### src/sound_pkg.sv
// sound board definitions
package sound_pkg;

    localparam int ram_aw  = 11;  // 2 KB work RAM
    localparam int pcm_div = 4;   // cen_pcm pulses per sample

    typedef logic signed [11:0] sample_t;
    typedef logic [9:0]         psg_level_t;
    typedef logic [14:0]        pcm_addr_t;

    // memory region, addr[15:14]
    typedef enum logic [1:0] {
        region_rom,
        region_ram,
        region_ctl,
        region_latch
    } region_e;

    // control writes, addr[1:0]
    typedef enum logic [1:0] {
        ctl_pcm_set,
        ctl_pcm_ctl,
        ctl_gain,
        ctl_nmi_clr
    } ctl_reg_e;

    typedef enum logic [3:0] {
        psg_tone_a_lo = 4'd0,
        psg_tone_a_hi = 4'd1,
        psg_tone_b_lo = 4'd2,
        psg_tone_b_hi = 4'd3,
        psg_tone_c_lo = 4'd4,
        psg_tone_c_hi = 4'd5,
        psg_mixer     = 4'd7,
        psg_amp_a     = 4'd8,
        psg_amp_b     = 4'd9,
        psg_amp_c     = 4'd10,
        psg_port_a    = 4'd14,
        psg_port_b    = 4'd15
    } psg_reg_e;

    // OKI step sizes
    localparam logic [10:0] adpcm_step [0:48] = '{
        16, 17, 19, 21, 23, 25, 28, 31, 34, 37,
        41, 45, 50, 55, 60, 66, 73, 80, 88, 97,
        107, 118, 130, 143, 157, 173, 190, 209, 230, 253,
        279, 307, 337, 371, 408, 449, 494, 544, 598, 658,
        724, 796, 876, 963, 1060, 1166, 1282, 1411, 1552
    };

    localparam logic signed [4:0] adpcm_index_delta [0:7] = '{
        -1, -1, -1, -1, 2, 4, 6, 8
    };

endpackage
### src/cpu_bus_if.sv
// CPU bus bundle
interface cpu_bus_if;

    logic [15:0] addr;
    logic [7:0]  wdata;
    logic        mreq;
    logic        iorq;
    logic        wr;
    logic        rd;
    logic [7:0]  rdata;  // registered by the decoder

    modport decoder (
        input  addr,
        input  wdata,
        input  mreq,
        input  iorq,
        input  wr,
        input  rd,
        output rdata
    );

    // chips see the strobes through their own cs
    modport peripheral (
        input  addr,
        input  wdata,
        input  wr,
        input  rd
    );

endinterface

### src/psg.sv
// square-tone sound generator
module psg (
    input  logic                  clk,
    input  logic                  rst_n,
    input  logic                  cen,
    cpu_bus_if.peripheral         bus,
    input  logic                  cs,
    output logic [7:0]            rdata,
    input  logic [7:0]            ioa_in,
    input  logic [7:0]            iob_in,
    output logic [7:0]            ioa_out,
    output logic [7:0]            iob_out,
    output sound_pkg::psg_level_t sound
);

    logic [3:0]          sel;
    logic [7:0]          regs [0:15];
    logic [11:0]         period [0:2];
    logic [3:0]          amp [0:2];
    logic [11:0]         cnt [0:2];
    logic [2:0]          sq;
    logic [2:0]          tone_en;
    sound_pkg::psg_reg_e reg_id;

    assign reg_id = sound_pkg::psg_reg_e'(sel);

    assign period[0] = {regs[sound_pkg::psg_tone_a_hi][3:0], regs[sound_pkg::psg_tone_a_lo]};
    assign period[1] = {regs[sound_pkg::psg_tone_b_hi][3:0], regs[sound_pkg::psg_tone_b_lo]};
    assign period[2] = {regs[sound_pkg::psg_tone_c_hi][3:0], regs[sound_pkg::psg_tone_c_lo]};

    assign amp[0] = regs[sound_pkg::psg_amp_a][3:0];
    assign amp[1] = regs[sound_pkg::psg_amp_b][3:0];
    assign amp[2] = regs[sound_pkg::psg_amp_c][3:0];

    assign tone_en = ~regs[sound_pkg::psg_mixer][2:0];  // active low enables
    assign ioa_out = regs[sound_pkg::psg_port_a];
    assign iob_out = regs[sound_pkg::psg_port_b];

    // addr[0] high writes the select latch
    always_ff @(posedge clk) begin
        if (!rst_n) begin
            sel <= 4'd0;
            for (int i = 0; i < 16; i++) begin
                regs[i] <= 8'd0;
            end
        end else if (cs && bus.wr) begin
            if (bus.addr[0]) begin
                sel <= bus.wdata[3:0];
            end else begin
                regs[sel] <= bus.wdata;
            end
        end
    end

    always_comb begin
        case (reg_id)
            sound_pkg::psg_port_a: rdata = ioa_in;  // port pins, not the latch
            sound_pkg::psg_port_b: rdata = iob_in;
            default:               rdata = regs[sel];
        endcase
        if (!(cs && bus.rd && !bus.addr[0])) begin
            rdata = 8'd0;
        end
    end

    // a zero period wraps every cen, same as one
    always_ff @(posedge clk) begin
        if (!rst_n) begin
            sq <= 3'd0;
            for (int ch = 0; ch < 3; ch++) begin
                cnt[ch] <= 12'd0;
            end
        end else if (cen) begin
            for (int ch = 0; ch < 3; ch++) begin
                if (cnt[ch] + 12'd1 >= period[ch]) begin
                    cnt[ch] <= 12'd0;
                    sq[ch]  <= ~sq[ch];
                end else begin
                    cnt[ch] <= cnt[ch] + 12'd1;
                end
            end
        end
    end

    // up to 3 x 240
    always_comb begin
        sound = '0;
        for (int ch = 0; ch < 3; ch++) begin
            if (tone_en[ch] && sq[ch]) begin
                sound = sound + {2'b00, amp[ch], 4'd0};
            end
        end
    end

endmodule

### src/flat_wrapper.sv
// flat-port wrapper written by rule: the top's interface ports become plain ports
module psg_flat 
  (clk, rst_n, cen, cs, rdata, ioa_in, iob_in, ioa_out, iob_out, sound, bus_addr, bus_wdata, bus_wr, bus_rd);
  cpu_bus_if bus_i ();
  input  logic clk;
  input  logic rst_n;
  input  logic cen;
  input  logic cs;
  output logic [7:0] rdata;
  input  logic [7:0] ioa_in;
  input  logic [7:0] iob_in;
  output logic [7:0] ioa_out;
  output logic [7:0] iob_out;
  output sound_pkg::psg_level_t sound;
  input wire logic [$bits(bus_i.addr)-1:0] bus_addr;
  input wire logic [$bits(bus_i.wdata)-1:0] bus_wdata;
  input wire logic [$bits(bus_i.wr)-1:0] bus_wr;
  input wire logic [$bits(bus_i.rd)-1:0] bus_rd;
  assign bus_i.addr = bus_addr;
  assign bus_i.wdata = bus_wdata;
  assign bus_i.wr = bus_wr;
  assign bus_i.rd = bus_rd;
  psg u_core (.clk(clk), .rst_n(rst_n), .cen(cen), .bus(bus_i), .cs(cs), .rdata(rdata), .ioa_in(ioa_in), .iob_in(iob_in), .ioa_out(ioa_out), .iob_out(iob_out), .sound(sound));
endmodule
### config.mk
export PLATFORM = sky130hd
export DESIGN_NAME = psg_flat
export DESIGN_NICKNAME = d
export VERILOG_FILES = /design/src/sound_pkg.sv /design/src/cpu_bus_if.sv /design/src/psg.sv /design/src/flat_wrapper.sv
export SDC_FILE = /design/constraint.sdc
export NUM_CORES = 1
export LEC_CHECK = 0
export BUFFER_PORTS_ARGS = -buffer_cell sky130_fd_sc_hd__buf_2
export CORE_MARGIN = 2
export CORE_UTILIZATION = 46
export CTS_CLUSTER_DIAMETER = 200
export CTS_CLUSTER_SIZE = 28
export DETAILED_ROUTE_END_ITERATION = 16
export PLACE_DENSITY = 0.72
export SYNTH_ARGS = -nofsm -noshare
export SYNTH_HDL_FRONTEND = slang
export SYNTH_SLANG_ARGS = --single-unit
### constraint.sdc
create_clock -name clk -period 8.2 [get_ports clk]
set_input_delay 1.64 -clock clk [delete_from_list [all_inputs] [get_ports clk]]
set_output_delay 1.64 -clock clk [all_outputs]
set_load 0.01 [all_outputs]
Word-level counts from Yosys, hierarchy flattened
Memory sizes are Yosys's and may differ from the RTL's. A register that Yosys moved wholly into a read port is not among the register bits.
Cells that the tools add are included.
{"block": "word_totals", "regBits": 7, "ram_bits": 164, "inputBits": 46, "elab_cells": 83, "memories": 2}
{"memory": "u_core.regs", "words": 16, "width": 8, "rd": 13, "rd_clocked_by_memory_dff": 1, "wr": 16, "line_no": "psg.sv:17", "text": "logic [7:0] regs [0:15];"}
{"memory": "u_core.cnt", "words": 3, "width": 12, "rd": 3, "rd_clocked_by_memory_dff": 0, "wr": 3, "line_no": "psg.sv:20", "text": "logic [11:0] cnt [0:2];"}
{"block": "op_classes", "add_sub_neg": 5, "n_lt_le_gt_ge": 3, "n_eq_ne": 2, "mux": 45, "bitwise": 10, "n_reduce_logical": 12}
{"operator": "two-way mux 12 bit", "count": 6}
{"operator": "adder 12 x 1 -> 12 bit (second input constant)", "count": 3}
{"operator": ">= comparator 12 bit", "count": 3}
{"operator": "two-way mux 1 bit", "count": 30}
{"operator": "two-way mux 8 bit", "count": 3}
{"operator": "two-way mux 10 bit", "count": 2}
{"operator": "case mux 8 bit (2 select lines)", "count": 1}
{"operator": "two-way mux 4 bit", "count": 3}
{"operator": "adder 10 x 8 -> 10 bit", "count": 1}
{"operator": "adder 8 x 8 -> 9 bit", "count": 1}
{"operator": "equality test 4 bit (second input constant)", "count": 2}
{"operator": "AND reduction 2 bit", "count": 4}
{"operator": "OR reduction 8 bit", "count": 1}
{"operator": "logical AND 1 bit", "count": 6}
{"operator": "OR 1 bit", "count": 6}
{"operator": "inverter 1 bit", "count": 3}
{"operator": "inverter 3 bit", "count": 1}
{"operator": "logical NOT 1 bit", "count": 1}

Logic depth before layout (Yosys ltp)
Gate-level depths: netlist of run 1.
An unclocked memory read counts as a cell.
{"block": "logic_depth", "depth_word": 9, "mapped_depth": 13, "depth_no_buf": 13}

Least setup slack after synthesis of run 1
Ideal clock, no wire load.
{"block": "synth_timing", "kind": "reg-to-output", "startpoint": "memory u_core.regs[7][0]", "endpoint": "output port sound[8]", "arrival_time_ns": 2.529, "setup_slack_ns": 4.031, "stages_incl_launch_ff": 13, "path_cell_list": "edfxtp_1 -> nor2b_1 -> nand2_1 -> inv_1 -> ha_1 -> fa_1 -> nand2_1 -> o21ai_0 -> fa_1 -> a21o_1 -> a21oi_1 -> nor2_1 -> xor2_1"}
{"element": "from (decl)", "line_no": "psg.sv:17"}
{"element": "to (decl)", "line_no": "flat_wrapper.sv:14", "text": "output sound_pkg::psg_level_t sound;"}

==> key figures, run 1 <==
Finish
  – ANT cells: 0
  – Nets: just over 900
  – Fraction of layout cells with a size suffix above 1: 17.0%
  – Syn-to-layout area delta: 11.5%
  – # fillers: ~1,800
  – Multi-input logic area: about 4200 um2
  – Register area: around 5100 um2

Power and ir drop
  – Pwr Density: 189 nW/um2
  – Sequential fraction of design power: between 50% and 60%
  – Logic pwr share: under 10%
  – Leak Pwr: 4.25 nW
  – Int Pwr: 1.55 mW
  – Sw frac: a little under a quarter
  – Psw: 0.487 mW
  – Clk pwr share: 39.7%
  – Maximum vdd drop: 0.150 mV

Clock tree
  – Post-CTS Setup Repair Bufs: 0
  – Root Driver: clkbuf_16
  – Clock transition at the registers of the reported paths: 0.07 ns
  – Clk Latency, worst-skew pair: ~0.43 ns
  – CTS buffer count: 17
  – Resized Gates After CTS: 0
  – Deepest clock path buffer count: 2
  – CTS tree: done
  – H-tree Lvls: 4
  – CTS Hold Bufs: 0
  – Clk sinks: ~180

Die
  – Ports: 80
  – Starting density of the core: a little under half
  – Die span in y: 149 um
  – Rows: 53
  – Die area: 22,200 um2
  – Core ar.: 20,800 um2
  – Die extent in x: ~150 um

Routing
  – DR WL/cell: 19.0 um
  – Antenna Violating Nets Remaining: 0
  – Vias: 5,996
  – Total Wirelength: between 20 and 25 mm
  – Starting DRC count in detailed routing: between 300 and 400
  – DRC: 0
  – Drt pass-1 iters: 5
  – Avg Vias per Cell: roughly 5.5

Synth
  – #FFs+latches synth: ~180
  – Share of the synthesized area in the top cell type: approximately half
  – Top cells by area, synth: edfxtp_1, and2_1, mux4_2, ha_1, mux2i_1
  – Synth unique cells: 48
  – Leading area contributor after synthesis: edfxtp_1
  – Post-synthesis sequential area ratio: between 50% and 60%
  – EDFF count, synth: roughly 160
  – YS warnings: 0
  – Syn Area/Cell: about 13 um2
  – Top flip-flop cell by instance count after synthesis: edfxtp_1
  – Post-synthesis async set-or-reset flop share: 0%
  – Mapped Cells: 758
  – Post-Syn Area: 9670 um2

Job
  – Max cap viols: 0

Status
  – Status: finished clean

Critical path
  – CP top delay family: adder cells
  – Reg2reg end: u_core.cnt[2][2]$_SDFFCE_PN0P_
  – Reg2reg start: u_core.cnt[2][2]$_SDFFCE_PN0P_
  – Critical path startpoint category: flip-flop
  – CP startpoint: u_core.regs[7][0]$_SDFFCE_PN0P_
  – Worst r2r path cells: 10
  – Levels on crit path: 13
  – Critical-path maximum fanout: 5
  – Worst Path Buf+Inv: 2
  – CP max stage cell: nor2b_1
  – Crit Path Category: reg -> out
  – Worst-path cell chain: nor2b_1, nand2_1, inv_1, ha_1, fa_1, nand2_1, o21ai_0, ha_1, a21o_1, a21oi_1, xnor2_1, mux2_2, buf_2
  – Critical Path RT: between 6 and 7 ns
  – Arr. time, crit path: 3.57 ns
  – Worst path max stage delay: just under 0.5 ns
  – R2R setup slack: ~5.0 ns
  – Critical Path End Type: primary output

STA
  – Final setup viols: 0
  – Fin. max-slew vios: 0
  – Unrepaired setup endpoints after global routing: no
  – Period utilization: 63.5%
  – Final setup TNS: 0 ns
  – Slew @ Worst Pin: 1.31 ns
  – Slew HR: between 10% and 20%
  – Hold WS: ~0.47 ns
  – Clock Skews: between 0.01 and 0.015 ns
  – Final Hold Fails: 0
  – Fmax: between 0.15 and 0.2 GHz
  – Minimum clock period: roughly 5.2 ns

Global routing
  – Global-route wire length before repair: 33.1 mm
  – Number of antenna violations at the first check in global routing: 0
  – GR Overflow Total: 0
  – Largest net degree at the start of global routing: 37
  – Vias in the first global route: between 6,000 and 7,000
  – GRT Util Overall: between 10% and 20%

Placed design
  – IO buf count: 60
  – Detail Placement HPWL: ~15 mm
  – Gpl congestion: 0.863

Hold path
  – Hold Path Cell Cnt: 2
  – Worst Hold Path EP: u_core.sq[0]$_SDFFE_PN0P_
  – Worst hold-check path type: reg -> reg
  – Hold path start: u_core.sq[0]$_SDFFE_PN0P_
-- logic make-up (layout without fill, tap and decap cells) --
logic type	after synthesis	after routing	synth area share, %
other	1	4	0.0388
buffers and inverters	77	140	3.55
xor gates and xnor gates	35	35	3.17
and+or+nand+nor	288	288	17.6
adders and majority gates	49	49	6.50
DFF	175	175	53.2
AOI/OAI and AO/OA	66	66	4.50
muxes	67	67	11.5
-- cell usage in the layout, fill, tap and decap left out, types with 24 or more instances in the layout --
master | synthesis | routed
xnor2_1 | 26 | 26
nor2_1 | 24 | 24
mux4_2 | 28 | 28
buf_2 | 6 | 60
and2_1 | 131 | 131
ha_1 | 47 | 47
inv_1 | 40 | 40
edfxtp_1 | 164 | 164
nor2b_1 | 31 | 31
mux2i_1 | 30 | 30
nand2_1 | 25 | 25
-- registers in the layout, summed over array words and instances, names as in the netlist, named ones only --
register	cells
u_core.regs	128
u_core.cnt	36
u_core.reg_id	4
u_core.sq	3
-- cells in the mapped netlist, types with 3 or more instances --
cell,count
a2111oi_0,3
a21o_1,6
a21oi_1,21
a221o_1,8
and2_1,131
and3_1,10
and4_1,6
buf_1,3
buf_2,6
buf_4,6
clkbuf_1,20
dfxtp_1,11
edfxtp_1,164
ha_1,47
inv_1,40
mux2_2,4
mux2i_1,30
mux4_1,5
mux4_2,28
nand2_1,25
nand2b_1,14
nand3_1,21
nand4_1,4
nor2_1,24
nor2b_1,31
nor2b_2,8
nor3_1,6
o21ai_0,16
xnor2_1,26
xor2_1,9
-- worst max-delay path by stage --
| stage | endpoint | slack [ns] |
|---|---|---|
| finish | sound[7] | 2.99 |
| floorplan | sound[8] | 4.03 |
| global placement | sound[7] | 3.46 |
| CTS | sound[7] | 2.95 |
| global route | sound[7] | 2.72 |
| detailed placement | sound[7] | 3.42 |
-- metal layers --
metal	share of wire, %	up-vias	global-route usage (%)
li1	-	2854	-
met1	43	2916	26.3
met2	48	196	32.9
met3	6.1	30	3.91
met4	2.6	0	7.29
met5	0	-	0
-- through the flow --
stage	util, %	area (um2)	power [mW]	setup WS (ns)	cells
2_1_floorplan	-	9680	1.18	4.03	761
3_3_place_gp	48.9	10200	1.24	3.46	1067
3_5_place_dp	48.9	10200	1.24	3.42	1067
5_1_grt	51.8	10800	2.10	2.72	1099
6_report	51.8	10800	2.03	2.99	1099
4_1_cts	51.8	10800	2.04	2.95	1099
-- tightest hold or removal path: stages, from the launching register on --
cell and delay [ns]:
dfxtp_1 0.32, nand2_1 0.05, mux2i_1 0.05
-- power by group through the flow --
stage | sequential [mW] | clock (mW) | combinational, mW
after floorplan | 1.05 | 0 | 0.131
after global placement | 1.06 | 0 | 0.176
after detailed placement | 1.06 | 0 | 0.180
after CTS | 1.05 | 0.814 | 0.181
after global routing | 1.05 | 0.854 | 0.200
final | 1.05 | 0.808 | 0.180
-- final cells by class --
class / count / area share, %
Sequential cell: 175 / 47.7
Clock inverter: 14 / 1.47
Timing Repair Buffer: 68 / 3.34
Clock buffer: 18 / 3.98
Inverter: 40 / 1.39
Tap cell: 275 / 3.19
Multi-Input combinational cell: 509 / 38.9
No activity file was read; power rests on OpenSTA's default activity.
==> run 2, diff against run 1 <==
--- a/config.mk
+++ b/config.mk
@@ -11,7 +11,7 @@
 export CTS_CLUSTER_DIAMETER = 200
 export CTS_CLUSTER_SIZE = 28
 export DETAILED_ROUTE_END_ITERATION = 16
-export PLACE_DENSITY = 0.72
+export PLACE_DENSITY = 0.74
 export SYNTH_ARGS = -nofsm -noshare
 export SYNTH_HDL_FRONTEND = slang
 export SYNTH_SLANG_ARGS = --single-unit
==> constraint.sdc (replaced) <==
create_clock -name clk -period 4.6 [get_ports clk]
set_input_delay 0.92 -clock clk [delete_from_list [all_inputs] [get_ports clk]]
set_output_delay 0.92 -clock clk [all_outputs]
set_load 0.01 [all_outputs]
==> key figures, run 2 (synthesis results as in run 1) <==
Critical path
  – Critical path startpoint category: flip-flop (unchanged)
  – CP top delay family: adder cells (unchanged)
  – Crit Path Category: reg -> out (unchanged)
  – Worst Path Buf+Inv: 2 (unchanged)
  – Worst path max stage delay: 0.46 ns (was 0.49 ns)
  – Critical Path End Type: primary output (unchanged)
  – Arr. time, crit path: 3.32 ns (was 3.57 ns)
  – Reg2reg start: u_core.cnt[2][2]$_SDFFCE_PN0P_ (unchanged)
  – Critical-path maximum fanout: 5 (unchanged)
  – Worst r2r path cells: 10 (unchanged)
  – Reg2reg end: u_core.cnt[2][6]$_SDFFCE_PN0P_ (was u_core.cnt[2][2]$_SDFFCE_PN0P_)
  – R2R setup slack: 1.42 ns (was 5.04 ns)
  – CP max stage cell: edfxtp_1 (was nor2b_1)
  – Critical Path RT: 3.68 ns (was 6.56 ns)
  – Worst-path cell chain: nor2b_2, nand2_1, inv_1, ha_1, fa_1, nand2_1, o21ai_0, ha_1, a21o_1, a21oi_1, xnor2_1, mux2_2, buf_2 (was nor2b_1, nand2_1, inv_1, ha_1, fa_1, nand2_1, o21ai_0, ha_1, a21o_1, a21oi_1, xnor2_1, mux2_2, buf_2)

STA
  – Final setup TNS: 0 ns (unchanged)
  – Minimum clock period: 4.24 ns
  – Hold WS: 0.466 ns (was 0.470 ns)
  – Unrepaired setup endpoints after global routing: no (unchanged)
  – Fmax: 0.236 GHz
  – Final setup viols: 0 (unchanged)
  – Fin. max-slew vios: 0 (unchanged)
  – Slew @ Worst Pin: 1.13 ns (was 1.31 ns)
  – Clock Skews: 0.00762 ns (was 0.0101 ns)
  – Slew HR: 23.8% (was 11.6%)
  – Final Hold Fails: 0 (unchanged)
  – Period utilization: between 90% and 100%

Clock tree
  – Clk sinks: 175 (unchanged)
  – Clk Latency, worst-skew pair: 0.43 ns (about the same)
  – Root Driver: clkbuf_16 (unchanged)
  – Deepest clock path buffer count: 2 (unchanged)
  – CTS tree: done (unchanged)
  – H-tree Lvls: 4 (unchanged)
  – Clock transition at the registers of the reported paths: 0.06 ns (was 0.07 ns)
  – Post-CTS Setup Repair Bufs: 0 (unchanged)
  – CTS buffer count: 17 (unchanged)

Routing
  – Met2 WL post-DR: 9.94 mm (was 10.0 mm)
  – Avg Vias per Cell: 5.43 (was 5.46)
  – Vias: 6,012 (was 5,996)
  – DR WL/cell: 18.7 um (was 19.0 um)
  – Met3 wire length: 1.24 mm (was 1.27 mm)
  – Metal-1 WL: 9.12 mm (was 9.03 mm)
  – Starting DRC count in detailed routing: 328 (was 342)
  – DRC: 0 (unchanged)
  – Total Wirelength: 20.8 mm (was 20.9 mm)
  – Drt pass-1 iters: 4 (was 5)
  – Antenna Violating Nets Remaining: 0 (unchanged)
  – DR top layer: met4 (unchanged)

Finish
  – Most frequent cells in the layout: edfxtp_1, and2_1, buf_2 (unchanged)
  – Top reg by flops: u_core.regs (unchanged)
  – Fraction of layout cells with a size suffix above 1: 18.1% (was 17.0%)
  – Number of flip-flops in the largest register: 128 (unchanged)
  – Nets: 914 (was 906)
  – Syn-to-layout area delta: 11.9% (was 11.5%)
  – # fillers: 1,788 (was 1,837)
  – Commonest non-fill, non-tap cell in the layout: edfxtp_1 (unchanged)

Hold path
  – Worst hold-check path type: reg -> reg (unchanged)
  – Hold path start: u_core.sq[0]$_SDFFE_PN0P_ (unchanged)
  – Worst Hold Path EP: u_core.sq[0]$_SDFFE_PN0P_ (unchanged)
  – Hold Path Cell Cnt: 2 (unchanged)

Global routing
  – GR Overflow Total: 0 (unchanged)
  – Global-route wire length before repair: 33.1 mm (about the same)
  – Number of antenna violations at the first check in global routing: 0 (unchanged)
  – GRT Util Overall: 19.8% (was 19.9%)
  – Vias in the first global route: 6,041 (was 6,096)
  – Largest net degree at the start of global routing: 37 (unchanged)

Job
  – Max cap viols: 0 (unchanged)

Placed design
  – IO buf count: 60 (unchanged)
  – Detail Placement HPWL: 15.2 mm (was 15.1 mm)
  – Gpl congestion: 0.824 (was 0.863)

Power and ir drop
  – Pwr Density: 328 nW/um2 (was 189 nW/um2)
  – Leak Pwr: 4.29 nW (was 4.25 nW)
  – Maximum vdd drop: 0.244 mV (was 0.150 mV)

Status
  – Status: finished clean (unchanged)

Die
  – Starting density of the core: 46.4% (unchanged)
  – Core ar.: 20,800 um2 (unchanged)
  – Die extent in x: 149 um (unchanged)
  – Die span in y: 149 um (unchanged)
  – Die area: 22,200 um2 (unchanged)
  – Rows: 53 (unchanged)
  – Ports: 80 (unchanged)
-- run 2: cell count changes in the layout (fill, tap and decap cells not counted), sizes merged --
cell,change
buf,+8
bufinv,-2
clkbuf,+3
clkinv,+2
clkinvlp,-1
diode,+1
inv,-2
-- run 2: layout make-up --
type	instances	area (um2)	share of cell area (%)
well taps	275	344	3.18
multi-input cells	509	4190	38.7
clock buffers	21	480	4.44
diodes	1	2.50	0.0231
clock inverters	11	82.6	0.763
flip-flops and latches	175	5150	47.6
repair buffers	76	420	3.89
inverters	40	150	1.39
-- run 2: worst max-delay path by stage --
| stage | start | end | slack [ns] | cells after the start |
|---|---|---|---|---|
| floorplan | u_core.regs[7][0]$_SDFFCE_PN0P_ | sound[8] | 1.15 | 12 |
| global placement | u_core.regs[7][0]$_SDFFCE_PN0P_ | sound[7] | 0.72 | 13 |
| detailed placement | u_core.regs[7][0]$_SDFFCE_PN0P_ | sound[7] | 0.65 | 13 |
| CTS | u_core.regs[7][0]$_SDFFCE_PN0P_ | sound[7] | 0.20 | 13 |
| global route | u_core.regs[7][0]$_SDFFCE_PN0P_ | sound[7] | 0.13 | 13 |
| finish | u_core.regs[7][0]$_SDFFCE_PN0P_ | sound[7] | 0.36 | 13 |
-- run 2: tightest hold or removal path: stages (launching register included) --
cell     delay (ns)
dfxtp_1        0.31
nand2_1        0.05
mux2i_1        0.05
-- run 2: timing repair --
action                     CTS  global route
hold buffers                 0             0
setup endpoints to repair    0             1
gates resized for setup      0             1
-- run 2: power breakdown --
part / internal (mW) / switching [mW]
clock network: 0.752 / 0.610
registers: 1.81 / 0.0540
logic: 0.144 / 0.186
total: 2.70 / 0.850
-- run 2: routing by layer --
| layer | global-route usage [%] | up-vias |
|---|---|---|
| li1 | - | 2870 |
| met1 | 27.4 | 2908 |
| met2 | 32.0 | 204 |
| met3 | 2.87 | 30 |
| met4 | 7.10 | 0 |
| met5 | 0 | - |
-- run 2: metrics by stage --
stage          cell area, um2  utilization [%]  setup slack (ns)  power, mW  cells
3_3_place_gp            10200             49.2             0.720       2.21   1075
6_report                10800             52.0             0.363       3.55   1108
3_5_place_dp            10200             49.2             0.646       2.22   1075
4_1_cts                 10800             51.9             0.197       3.57   1107
2_1_floorplan            9680                -              1.15       2.10    761
5_1_grt                 10800             51.9             0.129       3.68   1107
==> run 3, diff against run 2 <==
--- a/config.mk
+++ b/config.mk
@@ -7,11 +7,11 @@
 export LEC_CHECK = 0
 export BUFFER_PORTS_ARGS = -buffer_cell sky130_fd_sc_hd__buf_2
 export CORE_MARGIN = 2
-export CORE_UTILIZATION = 46
+export CORE_UTILIZATION = 43
 export CTS_CLUSTER_DIAMETER = 200
 export CTS_CLUSTER_SIZE = 28
 export DETAILED_ROUTE_END_ITERATION = 16
-export PLACE_DENSITY = 0.74
+export PLACE_DENSITY = 0.71
 export SYNTH_ARGS = -nofsm -noshare
 export SYNTH_HDL_FRONTEND = slang
 export SYNTH_SLANG_ARGS = --single-unit
==> key figures, run 3 (synthesis results as in run 1) <==
STA
  – Clock Skews: 0.0108 ns (was 0.00762 ns)
  – Final setup TNS: 0 ns (unchanged)
  – Fin. max-slew vios: 0 (unchanged)
  – Final setup viols: 0 (unchanged)
  – Slew @ Worst Pin: 1.23 ns (was 1.13 ns)
  – Slew HR: 16.9% (was 23.8%)
  – Fmax: 0.235 GHz (was 0.236 GHz)
  – Final Hold Fails: 0 (unchanged)
  – Unrepaired setup endpoints after global routing: no (unchanged)
  – Minimum clock period: 4.26 ns (was 4.24 ns)
  – Period utilization: 92.6% (was 92.1%)

Global routing
  – Largest net degree at the start of global routing: 37 (unchanged)
  – GR Overflow Total: 0 (unchanged)
  – Number of antenna violations at the first check in global routing: 1 (was 0)
  – GRT Util Overall: 18.9% (was 19.8%)
  – Global-route wire length before repair: 34.1 mm (was 33.1 mm)
  – Vias in the first global route: 6,142 (was 6,041)

Clock tree
  – Post-CTS Setup Repair Bufs: 0 (unchanged)
  – CTS Hold Bufs: 0 (unchanged)
  – CTS tree: done (unchanged)
  – Clock transition at the registers of the reported paths: 0.06 ns (about the same)
  – Root Driver: clkbuf_16 (unchanged)
  – CTS buffer count: 17 (unchanged)
  – Clk Latency, worst-skew pair: 0.43 ns (about the same)
  – Deepest clock path buffer count: 2 (unchanged)
  – H-tree Lvls: 4 (unchanged)
  – Resized Gates After CTS: 0 (unchanged)
  – Clk sinks: 175 (unchanged)

Hold path
  – Hold Path Cell Cnt: 2 (unchanged)
  – Worst hold-check path type: reg -> reg (unchanged)
  – Hold path start: u_core.sq[0]$_SDFFE_PN0P_ (unchanged)
  – Worst Hold Path EP: u_core.sq[0]$_SDFFE_PN0P_ (unchanged)

Finish
  – Commonest non-fill, non-tap cell in the layout: edfxtp_1 (unchanged)
  – ANT cells: 0 (was 1)
  – Multi-input logic area: 4190 um2 (unchanged)
  – Number of flip-flops in the largest register: 128 (unchanged)
  – Design Area, Final: 10,900 um2 (was 10,800 um2)
  – Nets: 914 (unchanged)
  – Register area: 5150 um2 (unchanged)
  – Fraction of layout cells with a size suffix above 1: 17.6% (was 18.1%)
  – # fillers: 1,846 (was 1,788)
  – Top reg by flops: u_core.regs (unchanged)
  – Most frequent cells in the layout: edfxtp_1, and2_1, buf_2 (unchanged)
  – Syn-to-layout area delta: 12.3% (was 11.9%)

Critical path
  – Critical Path RT: 3.68 ns (about the same)
  – Critical Path End Type: primary output (unchanged)
  – CP max stage cell: fa_1 (was edfxtp_1)
  – Arr. time, crit path: 3.34 ns (was 3.32 ns)
  – Crit Path Category: reg -> out (unchanged)
  – Critical path startpoint category: flip-flop (unchanged)
  – Reg2reg end: u_core.cnt[2][11]$_SDFFCE_PN0P_ (was u_core.cnt[2][6]$_SDFFCE_PN0P_)
  – CP top delay family: adder cells (unchanged)
  – Critical-path maximum fanout: 5 (unchanged)
  – Worst-path cell chain: nor2b_2, nand2_1, inv_1, ha_1, fa_1, nand2_1, o21ai_0, fa_1, a21o_1, a21oi_1, nor2_1, xor2_1, buf_2 (was nor2b_2, nand2_1, inv_1, ha_1, fa_1, nand2_1, o21ai_0, ha_1, a21o_1, a21oi_1, xnor2_1, mux2_2, buf_2)
  – Worst Path Buf+Inv: 2 (unchanged)
  – Worst path max stage delay: 0.51 ns (was 0.46 ns)
  – R2R setup slack: 1.44 ns (was 1.42 ns)
  – Reg2reg start: u_core.cnt[2][2]$_SDFFCE_PN0P_ (unchanged)
  – Worst r2r path cells: 10 (unchanged)

Routing
  – Avg Vias per Cell: 5.46 (was 5.43)
  – Vias: 6,062 (was 6,012)
  – Antenna Violating Nets Remaining: 0 (unchanged)
  – Total Wirelength: 21.3 mm (was 20.8 mm)
  – DR WL/cell: 19.2 um (was 18.7 um)
  – Drt pass-1 iters: 5 (was 4)
  – DRC: 0 (unchanged)
  – Starting DRC count in detailed routing: 506 (was 328)

Status
  – Status: finished clean (unchanged)

Die
  – Die span in y: 154 um (was 149 um)
  – Rows: 54 (was 53)
  – Starting density of the core: 44.0% (was 46.4%)
  – Ports: 80 (unchanged)
  – Core ar.: 22,000 um2 (was 20,800 um2)
  – Die extent in x: 154 um (was 149 um)
  – Die area: 23,700 um2 (was 22,200 um2)

Placed design
  – IO buf count: 60 (unchanged)
  – Gpl congestion: 0.846 (was 0.824)
  – Detail Placement HPWL: 15.6 mm (was 15.2 mm)
  – Placement Cell Area: 10,300 um2 (was 10,200 um2)

Job
  – Max cap viols: 0 (unchanged)

Power and ir drop
  – Pwr Density: 339 nW/um2 (was 328 nW/um2)
  – Leak Pwr: 4.30 nW (was 4.29 nW)
  – Maximum vdd drop: 0.282 mV (was 0.244 mV)
[run 3: cell types whose count changed in the layout (fill, tap and decap cells not counted), moves of 3 or more]
| cell | change |
|---|---|
| clkinv_1 | +3 |
| clkbuf_8 | -4 |
| clkinv_4 | -4 |
| bufinv_16 | +4 |
[run 3: metrics by stage]
step                setup slack (ns)  power, mW  hold slack (ns)  util [%]  instances
CTS                            0.184       3.70            0.479      49.4       1111
finish                         0.342       3.69            0.474      49.4       1111
global placement               0.680       2.22            0.451      46.7       1080
global route                  0.0460       3.81            0.489      49.4       1111
floorplan                       1.15       2.10            0.438         -        761
detailed placement             0.650       2.23            0.465      46.7       1080
[run 3: power by group]
group / switching [mW] / leakage (nW) / internal [mW]
sequential: 0.0552 / 1.81 / 1.81
clock: 0.592 / 0.288 / 0.899
combinational: 0.188 / 2.20 / 0.145
[run 3: cell type report]
| class | count | area share, % |
|---|---|---|
| inverter | 40 | 1.38 |
| clock buffer | 18 | 3.95 |
| tap | 280 | 3.23 |
| timing repair buffer | 76 | 3.87 |
| multi-input combinational | 509 | 38.6 |
| sequential | 175 | 47.4 |
| clock inverter | 13 | 1.57 |
[run 3: tightest hold or removal path, cell delays in order, from the launching register on]
cell,delay (ns)
dfxtp_1,0.31
nand2_1,0.05
mux2i_1,0.06
[run 3: worst max-delay path by stage]
stage	startpoint	to	slack, ns	depth (start not counted)
6_report	u_core.regs[7][0]$_SDFFCE_PN0P_	sound[8]	0.34	13
5_1_grt	u_core.regs[7][0]$_SDFFCE_PN0P_	sound[7]	0.05	13
3_3_place_gp	u_core.regs[7][0]$_SDFFCE_PN0P_	sound[8]	0.68	13
3_5_place_dp	u_core.regs[7][0]$_SDFFCE_PN0P_	sound[8]	0.65	13
2_1_floorplan	u_core.regs[7][0]$_SDFFCE_PN0P_	sound[8]	1.15	12
4_1_cts	u_core.regs[7][0]$_SDFFCE_PN0P_	sound[8]	0.18	13
[run 3: metal layers]
layer	wire length [um]	GRT usage [%]	vias up
met5	8	0	-
met4	233	4.23	2
met3	1240	3.64	25
met2	10200	31.1	200
met1	9580	26.1	2970
li1	-	-	2865
